--- src/design/parking_defs.svh ---
`ifndef PARKING_DEFS_SVH
`define PARKING_DEFS_SVH

// Tower geometry
`define PARK_FLOORS 7       // Parking floors above the lobby
`define PLATE_W 16

// Order queue
`define QUEUE_DEPTH 7

// Billing
`define FEE_W 8
`define METER_W 16          // Parked-cycle counter per place

// Plate classes, taken from the top nibble of the plate
`define DISABLED_NIBBLE 4'd9
`define HYBRID_NIBBLE 4'd8

`endif

--- src/design/tower_pkg.sv ---
`default_nettype none

`include "parking_defs.svh"

package tower_pkg;
    localparam int NUM_PLACES = 2 * (`PARK_FLOORS + 1);  // Lobby pair included
    localparam int FIRST_PLACE = 2;                       // Floor 1 left

    typedef logic [2:0] floor_t;
    typedef logic [`PLATE_W-1:0] plate_t;   // Zero means no car
    typedef logic [3:0] place_t;            // {floor, side}, side 0 is left
    typedef logic [`FEE_W-1:0] fee_t;
    typedef logic [3:0] count_t;
    typedef logic [NUM_PLACES-1:0] place_vec_t;

    function automatic floor_t place_floor(place_t p);
        return p[3:1];
    endfunction

    // Odd floors take SUVs
    function automatic logic suv_floor(floor_t f);
        return f[0];
    endfunction

    // Left places of floors 1 and 2 are kept for disabled drivers
    function automatic logic reserved_place(place_t p);
        return (p[0] == 1'b0) && (p[3:1] == 3'd1 || p[3:1] == 3'd2);
    endfunction

    function automatic logic disabled_plate(plate_t pl);
        return pl[`PLATE_W-1 -: 4] == `DISABLED_NIBBLE;
    endfunction

    function automatic logic hybrid_plate(plate_t pl);
        return pl[`PLATE_W-1 -: 4] == `HYBRID_NIBBLE;
    endfunction
endpackage

`default_nettype wire

--- src/design/elevator_pkg.sv ---
`default_nettype none

package elevator_pkg;
    typedef enum logic [1:0] {
        order_none,
        order_park,
        order_fetch
    } order_e;

    typedef enum logic [3:0] {
        st_idle,
        st_load,       // Car rolls onto the platform
        st_climb,
        st_park,
        st_return,
        st_seek,       // Empty trip up to a parked car
        st_pick,
        st_descend,
        st_deliver
    } state_e;
endpackage

`default_nettype wire

--- src/design/order_queue.sv ---
`timescale 1ns/1ps
`default_nettype none

`include "parking_defs.svh"

module order_queue (
    input  logic                 clock,
    input  logic                 reset,
    input  logic                 in_mode,
    input  logic                 out_mode,
    input  tower_pkg::plate_t    plate,
    input  logic                 take,
    output logic                 pending,
    output elevator_pkg::order_e order_kind,
    output tower_pkg::plate_t    order_plate
);
    import tower_pkg::*;
    import elevator_pkg::*;

    localparam int PTR_W = $clog2(`QUEUE_DEPTH);
    localparam int CNT_W = $clog2(`QUEUE_DEPTH + 1);

    order_e kind_mem [`QUEUE_DEPTH];
    plate_t plate_mem [`QUEUE_DEPTH];
    logic [PTR_W-1:0] wr_ptr;
    logic [PTR_W-1:0] rd_ptr;
    logic [CNT_W-1:0] fill;
    logic push;
    logic pop;

    // Full queue drops the incoming order
    assign push = (in_mode || out_mode) && (fill != CNT_W'(`QUEUE_DEPTH));
    assign pop = take && pending;
    assign pending = fill != '0;
    assign order_kind = kind_mem[rd_ptr];
    assign order_plate = plate_mem[rd_ptr];

    function automatic logic [PTR_W-1:0] bump(logic [PTR_W-1:0] ptr);
        return (ptr == PTR_W'(`QUEUE_DEPTH - 1)) ? '0 : ptr + 1'b1;
    endfunction

    always_ff @(posedge clock or posedge reset) begin
        if (reset) begin
            wr_ptr <= '0;
            rd_ptr <= '0;
            fill <= '0;
        end else begin
            if (push)
                wr_ptr <= bump(wr_ptr);
            if (pop)
                rd_ptr <= bump(rd_ptr);
            fill <= fill + CNT_W'(push) - CNT_W'(pop);
        end
    end

    always_ff @(posedge clock) begin
        if (push) begin
            kind_mem[wr_ptr] <= in_mode ? order_park : (out_mode ? order_fetch : order_none);
            plate_mem[wr_ptr] <= plate;
        end
    end

endmodule

`default_nettype wire

--- src/design/floor_counter.sv ---
`timescale 1ns/1ps
`default_nettype none

`include "parking_defs.svh"

module floor_counter (
    input  logic              clock,
    input  logic              reset,
    input  logic              move_up,
    input  logic              move_down,
    output tower_pkg::floor_t current_floor
);
    import tower_pkg::*;

    localparam floor_t TOP_FLOOR = floor_t'(`PARK_FLOORS);

    // One floor per cycle, held at the lobby and the roof
    always_ff @(posedge clock or posedge reset) begin
        if (reset) begin
            current_floor <= '0;
        end else if (move_up && current_floor != TOP_FLOOR) begin
            current_floor <= current_floor + 1'b1;
        end else if (move_down && current_floor != '0) begin
            current_floor <= current_floor - 1'b1;
        end
    end

endmodule

`default_nettype wire

--- src/design/elevator_fsm.sv ---
`timescale 1ns/1ps
`default_nettype none

module elevator_fsm (
    input  logic                 clock,
    input  logic                 reset,
    input  logic                 pending,
    input  elevator_pkg::order_e order_kind,
    input  tower_pkg::plate_t    order_plate,
    input  tower_pkg::place_t    free_place,
    input  logic                 free_found,
    input  tower_pkg::place_t    found_place,
    input  logic                 plate_found,
    input  tower_pkg::floor_t    current_floor,
    output logic                 take,
    output logic                 move_up,
    output logic                 move_down,
    output logic                 store_write,
    output tower_pkg::place_t    store_place,
    output tower_pkg::plate_t    store_plate,
    output tower_pkg::plate_t    carried_plate,
    output logic                 parked,
    output tower_pkg::place_t    parked_spot,
    output logic                 car_out_ready
);
    import tower_pkg::*;
    import elevator_pkg::*;

    state_e state;
    state_e state_next;
    plate_t job_plate;      // Plate of the order in progress
    place_t target;
    floor_t target_floor;
    logic   last_up;        // This step reaches the target floor
    logic   last_down;      // This step reaches the lobby

    assign target_floor = place_floor(target);
    assign last_up = floor_t'(current_floor + 1'b1) == target_floor;
    assign last_down = current_floor == floor_t'(1);

    assign take = (state == st_idle) && pending;
    assign move_up = (state == st_climb || state == st_seek) && (current_floor != target_floor);
    assign move_down = (state == st_return || state == st_descend) && (current_floor != '0);

    assign parked = state == st_park;
    assign parked_spot = target;
    assign car_out_ready = state == st_deliver;

    // Park writes the plate, pick writes zero
    assign store_write = (state == st_park) || (state == st_pick);
    assign store_place = target;
    assign store_plate = (state == st_park) ? job_plate : '0;

    always_comb begin
        state_next = state;
        case (state)
            st_idle: begin
                // An order with no place or no matching car is simply consumed
                if (take && order_kind == order_park && free_found)
                    state_next = st_load;
                else if (take && order_kind == order_fetch && plate_found)
                    state_next = st_seek;
            end
            st_load:    state_next = st_climb;
            st_climb:   if (last_up) state_next = st_park;
            st_park:    state_next = st_return;
            st_return:  if (last_down) state_next = st_idle;
            st_seek:    if (last_up) state_next = st_pick;
            st_pick:    state_next = st_descend;
            st_descend: if (last_down) state_next = st_deliver;
            st_deliver: state_next = st_idle;
            default:    state_next = st_idle;
        endcase
    end

    always_ff @(posedge clock or posedge reset) begin
        if (reset) begin
            state <= st_idle;
            carried_plate <= '0;
        end else begin
            state <= state_next;
            case (state)
                st_load, st_pick:    carried_plate <= job_plate;  // Car on the platform
                st_park, st_deliver: carried_plate <= '0;
                default: ;
            endcase
        end
    end

    // Order and target captured at the head of the queue
    always_ff @(posedge clock) begin
        if (take) begin
            job_plate <= order_plate;
            target <= (order_kind == order_park) ? free_place : found_place;
        end
    end

endmodule

`default_nettype wire

--- src/design/slot_store.sv ---
`timescale 1ns/1ps
`default_nettype none

module slot_store (
    input  logic                  clock,
    input  logic                  reset,
    input  logic                  store_write,
    input  tower_pkg::place_t     store_place,
    input  tower_pkg::plate_t     store_plate,
    input  tower_pkg::plate_t     query_plate,
    output tower_pkg::place_t     free_place,
    output logic                  free_found,
    output tower_pkg::place_t     found_place,
    output logic                  plate_found,
    output tower_pkg::place_vec_t occupied,
    output tower_pkg::count_t     empty_suv,
    output tower_pkg::count_t     empty_sedan,
    output logic                  full_suv,
    output logic                  full_sedan
);
    import tower_pkg::*;

    plate_t slots [FIRST_PLACE:NUM_PLACES-1];   // The lobby has no places
    logic   query_suv;
    logic   query_disabled;

    assign query_suv = query_plate[0];
    assign query_disabled = disabled_plate(query_plate);

    always_ff @(posedge clock or posedge reset) begin
        if (reset) begin
            for (int p = FIRST_PLACE; p < NUM_PLACES; p++)
                slots[p] <= '0;
        end else if (store_write && store_place >= place_t'(FIRST_PLACE)) begin
            slots[store_place] <= store_plate;
        end
    end

    always_comb begin
        occupied = '0;
        for (int p = FIRST_PLACE; p < NUM_PLACES; p++)
            occupied[p] = slots[p] != '0;
    end

    // Reserved places are left out of both counts
    always_comb begin
        empty_suv = '0;
        empty_sedan = '0;
        for (int p = FIRST_PLACE; p < NUM_PLACES; p++) begin
            if (!occupied[p] && !reserved_place(place_t'(p))) begin
                if (suv_floor(place_floor(place_t'(p))))
                    empty_suv = empty_suv + 1'b1;
                else
                    empty_sedan = empty_sedan + 1'b1;
            end
        end
    end

    assign full_suv = empty_suv == '0;
    assign full_sedan = empty_sedan == '0;

    // Walk downward so the lowest index wins, which gives lowest floor, then left
    always_comb begin
        logic floor_ok;
        logic side_ok;
        free_found = 1'b0;
        free_place = '0;
        plate_found = 1'b0;
        found_place = '0;
        for (int p = NUM_PLACES - 1; p >= FIRST_PLACE; p--) begin
            floor_ok = suv_floor(place_floor(place_t'(p))) ? (query_suv || full_sedan)
                                                           : !query_suv;
            side_ok = !reserved_place(place_t'(p)) || query_disabled;
            if (!occupied[p] && floor_ok && side_ok) begin
                free_found = 1'b1;
                free_place = place_t'(p);
            end
            if (query_plate != '0 && slots[p] == query_plate) begin
                plate_found = 1'b1;
                found_place = place_t'(p);
            end
        end
    end

endmodule

`default_nettype wire

--- src/design/fee_meter.sv ---
`timescale 1ns/1ps
`default_nettype none

`include "parking_defs.svh"

module fee_meter (
    input  logic                  clock,
    input  logic                  reset,
    input  logic                  store_write,
    input  tower_pkg::place_t     store_place,
    input  tower_pkg::plate_t     store_plate,
    input  tower_pkg::place_vec_t occupied,
    output tower_pkg::fee_t       fee
);
    import tower_pkg::*;

    localparam int RAW_W = `METER_W + 2;
    localparam fee_t FEE_MAX = '1;

    logic [`METER_W-1:0] meter [NUM_PLACES];
    logic [1:0]          rate [NUM_PLACES];    // Fee units per parked cycle
    logic [`METER_W:0]   elapsed;
    logic [RAW_W-1:0]    raw_fee;
    logic                park_write;
    logic                free_write;

    assign park_write = store_write && store_plate != '0;
    assign free_write = store_write && store_plate == '0;

    // The pick cycle itself still counts as parked
    assign elapsed = {1'b0, meter[store_place]} + 1'b1;
    assign raw_fee = RAW_W'(elapsed) * RAW_W'(rate[store_place]);

    function automatic logic [1:0] plate_rate(plate_t pl);
        if (disabled_plate(pl))
            return 2'd0;
        if (hybrid_plate(pl))
            return 2'd1;
        return 2'd2;
    endfunction

    always_ff @(posedge clock) begin
        for (int p = 0; p < NUM_PLACES; p++) begin
            if (park_write && store_place == place_t'(p)) begin
                meter[p] <= '0;
                rate[p] <= plate_rate(store_plate);
            end else if (occupied[p] && meter[p] != '1) begin
                meter[p] <= meter[p] + 1'b1;    // Saturates at all ones
            end
        end
    end

    always_ff @(posedge clock or posedge reset) begin
        if (reset)
            fee <= '0;
        else if (free_write)
            fee <= (raw_fee > RAW_W'(FEE_MAX)) ? FEE_MAX : fee_t'(raw_fee);
    end

endmodule

`default_nettype wire

--- src/design/parking_tower.sv ---
`timescale 1ns/1ps
`default_nettype none

module parking_tower (
    input  logic              clock,
    input  logic              reset,
    input  tower_pkg::plate_t plate,
    input  logic              in_mode,
    input  logic              out_mode,
    output tower_pkg::floor_t current_floor,
    output tower_pkg::plate_t carried_plate,
    output logic              parked,
    output tower_pkg::place_t parked_spot,
    output logic              car_out_ready,
    output tower_pkg::fee_t   fee,
    output tower_pkg::count_t empty_suv,
    output tower_pkg::count_t empty_sedan,
    output logic              full_suv,
    output logic              full_sedan
);
    import tower_pkg::*;
    import elevator_pkg::*;

    // Queue head
    logic       pending;
    logic       take;
    order_e     order_kind;
    plate_t     order_plate;

    // Search results for the head plate
    place_t     free_place;
    logic       free_found;
    place_t     found_place;
    logic       plate_found;

    logic       move_up;
    logic       move_down;
    logic       store_write;
    place_t     store_place;
    plate_t     store_plate;
    place_vec_t occupied;

    order_queue u_queue (
        .clock(clock), .reset(reset),
        .in_mode(in_mode), .out_mode(out_mode), .plate(plate),
        .take(take), .pending(pending),
        .order_kind(order_kind), .order_plate(order_plate)
    );

    floor_counter u_floor (
        .clock(clock), .reset(reset),
        .move_up(move_up), .move_down(move_down),
        .current_floor(current_floor)
    );

    elevator_fsm u_fsm (
        .clock(clock), .reset(reset),
        .pending(pending), .order_kind(order_kind), .order_plate(order_plate),
        .free_place(free_place), .free_found(free_found),
        .found_place(found_place), .plate_found(plate_found),
        .current_floor(current_floor), .take(take),
        .move_up(move_up), .move_down(move_down),
        .store_write(store_write), .store_place(store_place), .store_plate(store_plate),
        .carried_plate(carried_plate), .parked(parked), .parked_spot(parked_spot),
        .car_out_ready(car_out_ready)
    );

    slot_store u_store (
        .clock(clock), .reset(reset),
        .store_write(store_write), .store_place(store_place), .store_plate(store_plate),
        .query_plate(order_plate),
        .free_place(free_place), .free_found(free_found),
        .found_place(found_place), .plate_found(plate_found),
        .occupied(occupied),
        .empty_suv(empty_suv), .empty_sedan(empty_sedan),
        .full_suv(full_suv), .full_sedan(full_sedan)
    );

    fee_meter u_meter (
        .clock(clock), .reset(reset),
        .store_write(store_write), .store_place(store_place), .store_plate(store_plate),
        .occupied(occupied), .fee(fee)
    );

endmodule

`default_nettype wire

--- config.mk ---
export PLATFORM = sky130hd
export DESIGN_NAME = parking_tower
export DESIGN_NICKNAME = d
export VERILOG_FILES = /design/src/design/tower_pkg.sv /design/src/design/elevator_pkg.sv /design/src/design/order_queue.sv /design/src/design/floor_counter.sv /design/src/design/elevator_fsm.sv /design/src/design/slot_store.sv /design/src/design/fee_meter.sv /design/src/design/parking_tower.sv
export VERILOG_INCLUDE_DIRS = /design/src /design/src/design
export SDC_FILE = /design/constraint.sdc
export NUM_CORES = 2
export LEC_CHECK = 0
export ABC_AREA = 1
export BUFFER_PORTS_ARGS = -buffer_cell sky130_fd_sc_hd__buf_2
export CAP_MARGIN = 5
export CORE_ASPECT_RATIO = 1.4
export CORE_UTILIZATION = 55
export CTS_CLUSTER_DIAMETER = 80
export DETAILED_ROUTE_END_ITERATION = 12
export PLACE_DENSITY = 0.71
export SLEW_MARGIN = 20
export SYNTH_ARGS = -nofsm -noshare
export SYNTH_HDL_FRONTEND = slang
export SYNTH_SLANG_ARGS = --single-unit
--- constraint.sdc ---
create_clock -name clock -period 23.2 [get_ports clock]
set_input_delay 2.32 -clock clock [delete_from_list [all_inputs] [get_ports clock]]
set_output_delay 2.32 -clock clock [all_outputs]
set_load 0.05 [all_outputs]
# Word level (Yosys, flattened, before mapping)
# Memory sizes are Yosys's and may differ from the RTL's. A register that Yosys moved wholly into a read port is not among the register bits.
# Index checks and enable logic that the tools add are counted.
# word_totals
regBits	284
mem_bits_rw	414
input_bits	20
out_inout_bits	43
word_cells	613
mem_count	4
# memory_table
memory	depth	width	rd	rd_ports_with_merged_regs	wr	line	source
u_meter.meter	16	16	15	1	15	fee_meter.sv:20	logic [`METER_W-1:0] meter [NUM_PLACES];
u_queue.plate_mem	7	16	1	0	1	order_queue.sv:24	plate_t plate_mem [`QUEUE_DEPTH];
u_meter.rate	16	2	1	1	1	fee_meter.sv:21	logic [1:0] rate [NUM_PLACES];
u_queue.kind_mem	7	2	1	0	1	order_queue.sv:23	order_e kind_mem [`QUEUE_DEPTH];
# classes
add_sub_neg	31
multipliers	1
order_cmp	4
n_eq_ne	68
mux	328
bitwise_logic	15
reduce_logical	139
# ops
operator	n
two-way mux 16 bit	17
nonzero test 16 bit	16
two-way mux 4 bit	63
adder 16 x 1 -> 16 bit, second input constant	14
bitwise mux 224 bit	1
equality test 16 bit	14
!= test 16 bit, second input constant	14
two-way mux 1 bit	172
two-way mux 2 bit	67
logical AND 1 bit	75
demux 16 bit (select 4 bit)	1
equality test 4 bit, second input constant	12
adder 4 x 1 -> 4 bit, second input constant	9
OR reduction 2 bit	17
equality test 4 x 3 -> 1 bit, second input constant	8
one-hot mux 16 bit (2 select lines)	1
one-hot mux 4 bit (8 select lines)	1
greater-than comparator 18 x 8 -> 1 bit, second input constant	1
multiplier 17 x 2 -> 18 bit	1
adder 16 x 1 -> 17 bit, second input constant	1
equality test 4 x 2 -> 1 bit, second input constant	4
logical NOT 16 bit	1
logical NOT 4 bit	4
OR reduction 16 bit	1
other kinds (26)	71

# Logic depth before layout (Yosys ltp)
# depth
word_depth	30
ltp_mapped	36
ltp_nobuf	36

# Modules after synthesis
# Synthesis repeated with hierarchy kept, for this count alone.
# unflattened
cells_unflattened	4803
area_unflattened_um2	39515.4
# by_module_without_submodules
mod	instances	cells_each	area_each_um2	seq_area_each_um2
fee_meter	1	2485	19145.9	8848.5
slot_store	1	1527	12487.0	5605.4
order_queue	1	552	5739.3	4008.8
elevator_fsm	1	215	1935.6	1101.1
floor_counter	1	24	207.7	75.1

# Least setup slack after synthesis
# OpenSTA, ideal clock, no wires.
# synth_path
path_kind	reg2out
start	register u_store.slots[154] (netlist name)
end	output port full_suv
arrival_ps	4383
t_required_ps	20880
setup_slack_ps	16497
path_stages_with_launch	22
path_buffers	0
cell_sequence	dfrtp_1 nor4_1 nand4_1 inv_1 ha_1 inv_1 nand2_1 nand2_1 inv_1 ha_1 mux2_2 ha_1 nand2_1 nand2_1 ha_1 inv_1 o21ai_1 inv_1 o21ai_0 nor3_1 nand2_1 inv_1
# synth_via
elab_chain_cells	13
# synth_rtl
item	line	source
start, declared	slot_store.sv:23	plate_t slots [FIRST_PLACE:NUM_PLACES-1];
start signal, assigned by index	slot_store.sv:35	slots[store_place] <= store_plate;
nonzero test 16 bit (*)	slot_store.sv:42	occupied[p] = slots[p] != '0;
two-way mux 4 bit (*)	slot_store.sv:50	if (!occupied[p] && !reserved_place(place_t'(p))) begin
adder 4 x 1 -> 4 bit	slot_store.sv:52	empty_suv = empty_suv + 1'b1;
two-way mux 4 bit (*)	slot_store.sv:50	
adder 4 x 1 -> 4 bit	slot_store.sv:52	
two-way mux 4 bit (*)	slot_store.sv:50	
adder 4 x 1 -> 4 bit	slot_store.sv:52	
two-way mux 4 bit (*)	slot_store.sv:50	
adder 4 x 1 -> 4 bit	slot_store.sv:52	
two-way mux 4 bit (*)	slot_store.sv:50	
adder 4 x 1 -> 4 bit	slot_store.sv:52	
two-way mux 4 bit (*)	slot_store.sv:50	
via empty_suv[1]	parking_tower.sv:16	output tower_pkg::count_t empty_suv,
logical NOT 4 bit (*)	slot_store.sv:59	assign full_suv = empty_suv == '0;
end, declared	parking_tower.sv:18	output logic full_suv,
# Mark *: on every way through the listed nets, which the timed path passes. The rest lies on a longest branch.

# Worst setup path after layout
# layout_path
start	register u_store.slots[150] (netlist name)
end	output port full_suv
# layout_via
elab_chain_cells	13
# layout_rtl
item	line
nonzero test 16 bit (*)	slot_store.sv:42
two-way mux 4 bit (*)	slot_store.sv:50
adder 4 x 1 -> 4 bit	slot_store.sv:52
two-way mux 4 bit (*)	slot_store.sv:50
adder 4 x 1 -> 4 bit	slot_store.sv:52
two-way mux 4 bit (*)	slot_store.sv:50
adder 4 x 1 -> 4 bit	slot_store.sv:52
two-way mux 4 bit (*)	slot_store.sv:50
adder 4 x 1 -> 4 bit	slot_store.sv:52
two-way mux 4 bit (*)	slot_store.sv:50
adder 4 x 1 -> 4 bit	slot_store.sv:52
two-way mux 4 bit (*)	slot_store.sv:50
logical NOT 4 bit (*)	slot_store.sv:59
# Every way passes the cells marked *; elsewhere a longest branch is shown, timed or not.

==> out/results.txt <==
Final Skew = 35.9 ps
Row count = 112
Crit-path most repeated cell = nand2_1
Failing checks = design-rule violations
Relative slew slack = 0.223
Worst path max stage delay = 420 ps
First-pass GRT wire length = 166000 um
IO Count = 63
Total of max-cap violations = 0
Crit end category = output port
Worst EP arrival = 4940 ps
Final setup viols = 0
Worst path slowest cell = nor4_1
TNS Setup = 0 ps
Design area = 0.0405 mm^2
Final worst path period need = 7260 ps
DIE WIDTH = 223 um
GP Congestion = 0.957
Number of synthesized flops with an enable pin = 402
Most frequent cells in the layout = 1042 x nand2_1, 466 x inv_1, 440 x nor2_1, 419 x o21ai_0, 402 x edfxtp_1
Warnings from Yosys = 0
Mapped cell area = 0.0375 mm^2
Num CTS Buffers = 68
Syn Inst Count = 4465
Post-Syn Nets = 4535
Final nets = 4525
Proportion of layout cells with a drive suffix above 1 = 0.0701
Initial DRC Count = 2685
Sequential area share after synthesis = 0.500
Kind of critical path = reg -> out
Die area = 0.0692 mm^2
Worst hold margin = 488 ps
Die height = 311 um
CTS root buf = clkbuf_16
Antenna Nets Post-Route = 0
Avg WL per Cell = 20.2 um
Main synth FF type = edfxtp_1
Worst min path class = reg -> reg
Via Count = 31.1k
Commonest non-fill, non-tap cell in the layout = nand2_1
Starting density of the core = 0.560
DRC Markers = 1
Post_cts resized = 0
Largest net degree at the start of global routing = 154
Clock buffer depth = 3
Fin crit share = 0.313
Antenna violations before repair = 2
CTS Hold Bufs = 0
Netlist cell types = 67
Post CTS Setup Buffer Count = 0
Clk sinks = 670
Result of the run = complete, but fails checks
Clk_lat worst skew = 650 ps
Total GRT Usage = 0.313
CP max FO = 4
Via density = 5.80
Crit path launch type = flop
Syn_area_per_cell = 8.40 um^2
DRT Wirelength = 109000 um
Overflow after GRT = 0
DP HPWL = 75400 um
Register bit total from synthesis = 670
IO Port Bufs = 62
Clock-pin slew on the worst setup and hold paths = 60 ps
CORE AREA = 0.0670 mm^2
CP cell instances = nor4_1 > nand4_1 > inv_1 > ha_1 > inv_1 > nand2_1 > nand2_1 > inv_1 > ha_1 > mux2_2 > ha_1 > nand2_1 > nand2_1 > ha_1 > inv_1 > o21ai_1 > ha_1 > nand2_1 > xor2_1 > nor3_1 > nand2_1 > inv_1 > buf_2
Fin. max-slew vios = 0
FFs w/ async S/R, synth = 0.394
Vias in the first global route = 29.8k
F_max = 0.138 GHz
Worst-Margin Slew = 1160 ps
DR pass1 iterations = 10
CTS tree = yes
RSZ-0062 raised after global routing = false
CP required = 20880 ps
H-tree depth = 3
Placed inst area = 0.0383 mm^2
Area growth syn-to-layout = 8.14%
Final Hold Vio Count = 0
per-layer routing:
metal  up-vias  global-route usage  wire [um]
met5         -                   0          0
met3       375              0.0468       6790
met4         0               0.225       8190
met1     14700               0.346      39300
li1      14900                   -          -
met2      1188               0.547      54200
cell families after synthesis:
logic type | synth area share
compound gates | 0.110
xor+xnor | 0.0568
fa+ha+maj | 0.0171
buf+inv | 0.0742
flops | 0.500
mux | 0.000567
simple gates | 0.241
critical path, delay by kind of cell, from the launching register on:
| family | cells | cell delay [ps] |
|---|---|---|
| muxes | 1 | 290 |
| adders and majority gates | 5 | 1300 |
| AOI/OAI and AO/OA | 1 | 160 |
| xor gates and xnor gates | 1 | 180 |
| DFF | 1 | 410 |
| and+or+nand+nor | 9 | 1400 |
| buffers and inverters | 6 | 590 |
registers in the layout, summed over array words and instances (netlist names), 4 cells and up, named ones only:
signal,count
u_meter.fee,8
u_meter.rate,32
u_queue.kind_mem,14
u_queue.plate_mem,112
u_store.slots,224
u_fsm.job_plate,16
u_fsm.carried_plate,16
u_fsm.parked_spot,4
u_meter.meter,224
u_fsm.state,4
area by class of cell:
cell class                 count  area (um^2)
clock buffer                  96         1960
multi-input combinational   3129        16000
inverter                     482         1830
antenna                        2         5.00
sequential                   670        18800
clock inverter                27          312
fill                        5873        26400
tap                          855         1070
timing repair buffer         104          638
Yosys cell counts (7+ instances only):
cell type / count / area share
nand2_1: 1042 / 0.10
inv_1: 467 / 0.047
nor2_1: 442 / 0.044
o21ai_0: 421 / 0.056
edfxtp_1: 402 / 0.32
dfrtp_1: 264 / 0.18
nand3_1: 213 / 0.028
a21oi_1: 192 / 0.026
xor2_1: 165 / 0.039
nor3_1: 107 / 0.014
clkbuf_1: 93 / 0.0093
xnor2_1: 78 / 0.018
nand4_1: 65 / 0.011
nor4_1: 55 / 0.0092
ha_1: 48 / 0.016
nor3b_1: 47 / 0.0094
buf_2: 46 / 0.0061
o22ai_1: 31 / 0.0052
o21ai_1: 29 / 0.0039
or2_2: 28 / 0.0047
buf_4: 27 / 0.0054
nand2_2: 19 / 0.0032
buf_6: 15 / 0.0045
o21a_1: 15 / 0.0030
o211ai_1: 12 / 0.0024
a221oi_1: 10 / 0.0023
a31oi_1: 9 / 0.0015
inv_2: 8 / 0.00080
nand3_2: 8 / 0.0021
nor2_2: 8 / 0.0013
a211oi_1: 7 / 0.0014
nand2_4: 7 / 0.0021
metrics by stage:
step	std cells	util	worst slack (ps)
final	5365	0.605	15940
after global routing	5363	0.605	15570
after CTS	5363	0.605	15930
after detailed placement	5240	0.571	16590
after global placement	5240	0.571	16610
after floorplan	4465	-	13610
path summary, 6_finish.rpt:
| path | startpoint | depth (start not counted) | slack [ps] | end |
|---|---|---|---|---|
| worst max-delay path | u_store.slots[150] | 23 | 15940 | full_suv |
| worst min-delay path | u_store.slots[209] | 2 | 490 | u_store.slots[209] |
| worst max register to register | flop | 28 | 17030 | u_meter.fee[1] |
| worst min register to register | u_store.slots[209] | 2 | 490 | u_store.slots[209] |
| max in group asynchronous | reset | 3 | 19950 | u_meter.fee[4] |
| min in group asynchronous | reset | 2 | 1790 | u_floor.current_floor[1] |
Power is not shown: default switching activity piles up to over one toggle a cycle in this logic, so the estimate is an artifact.
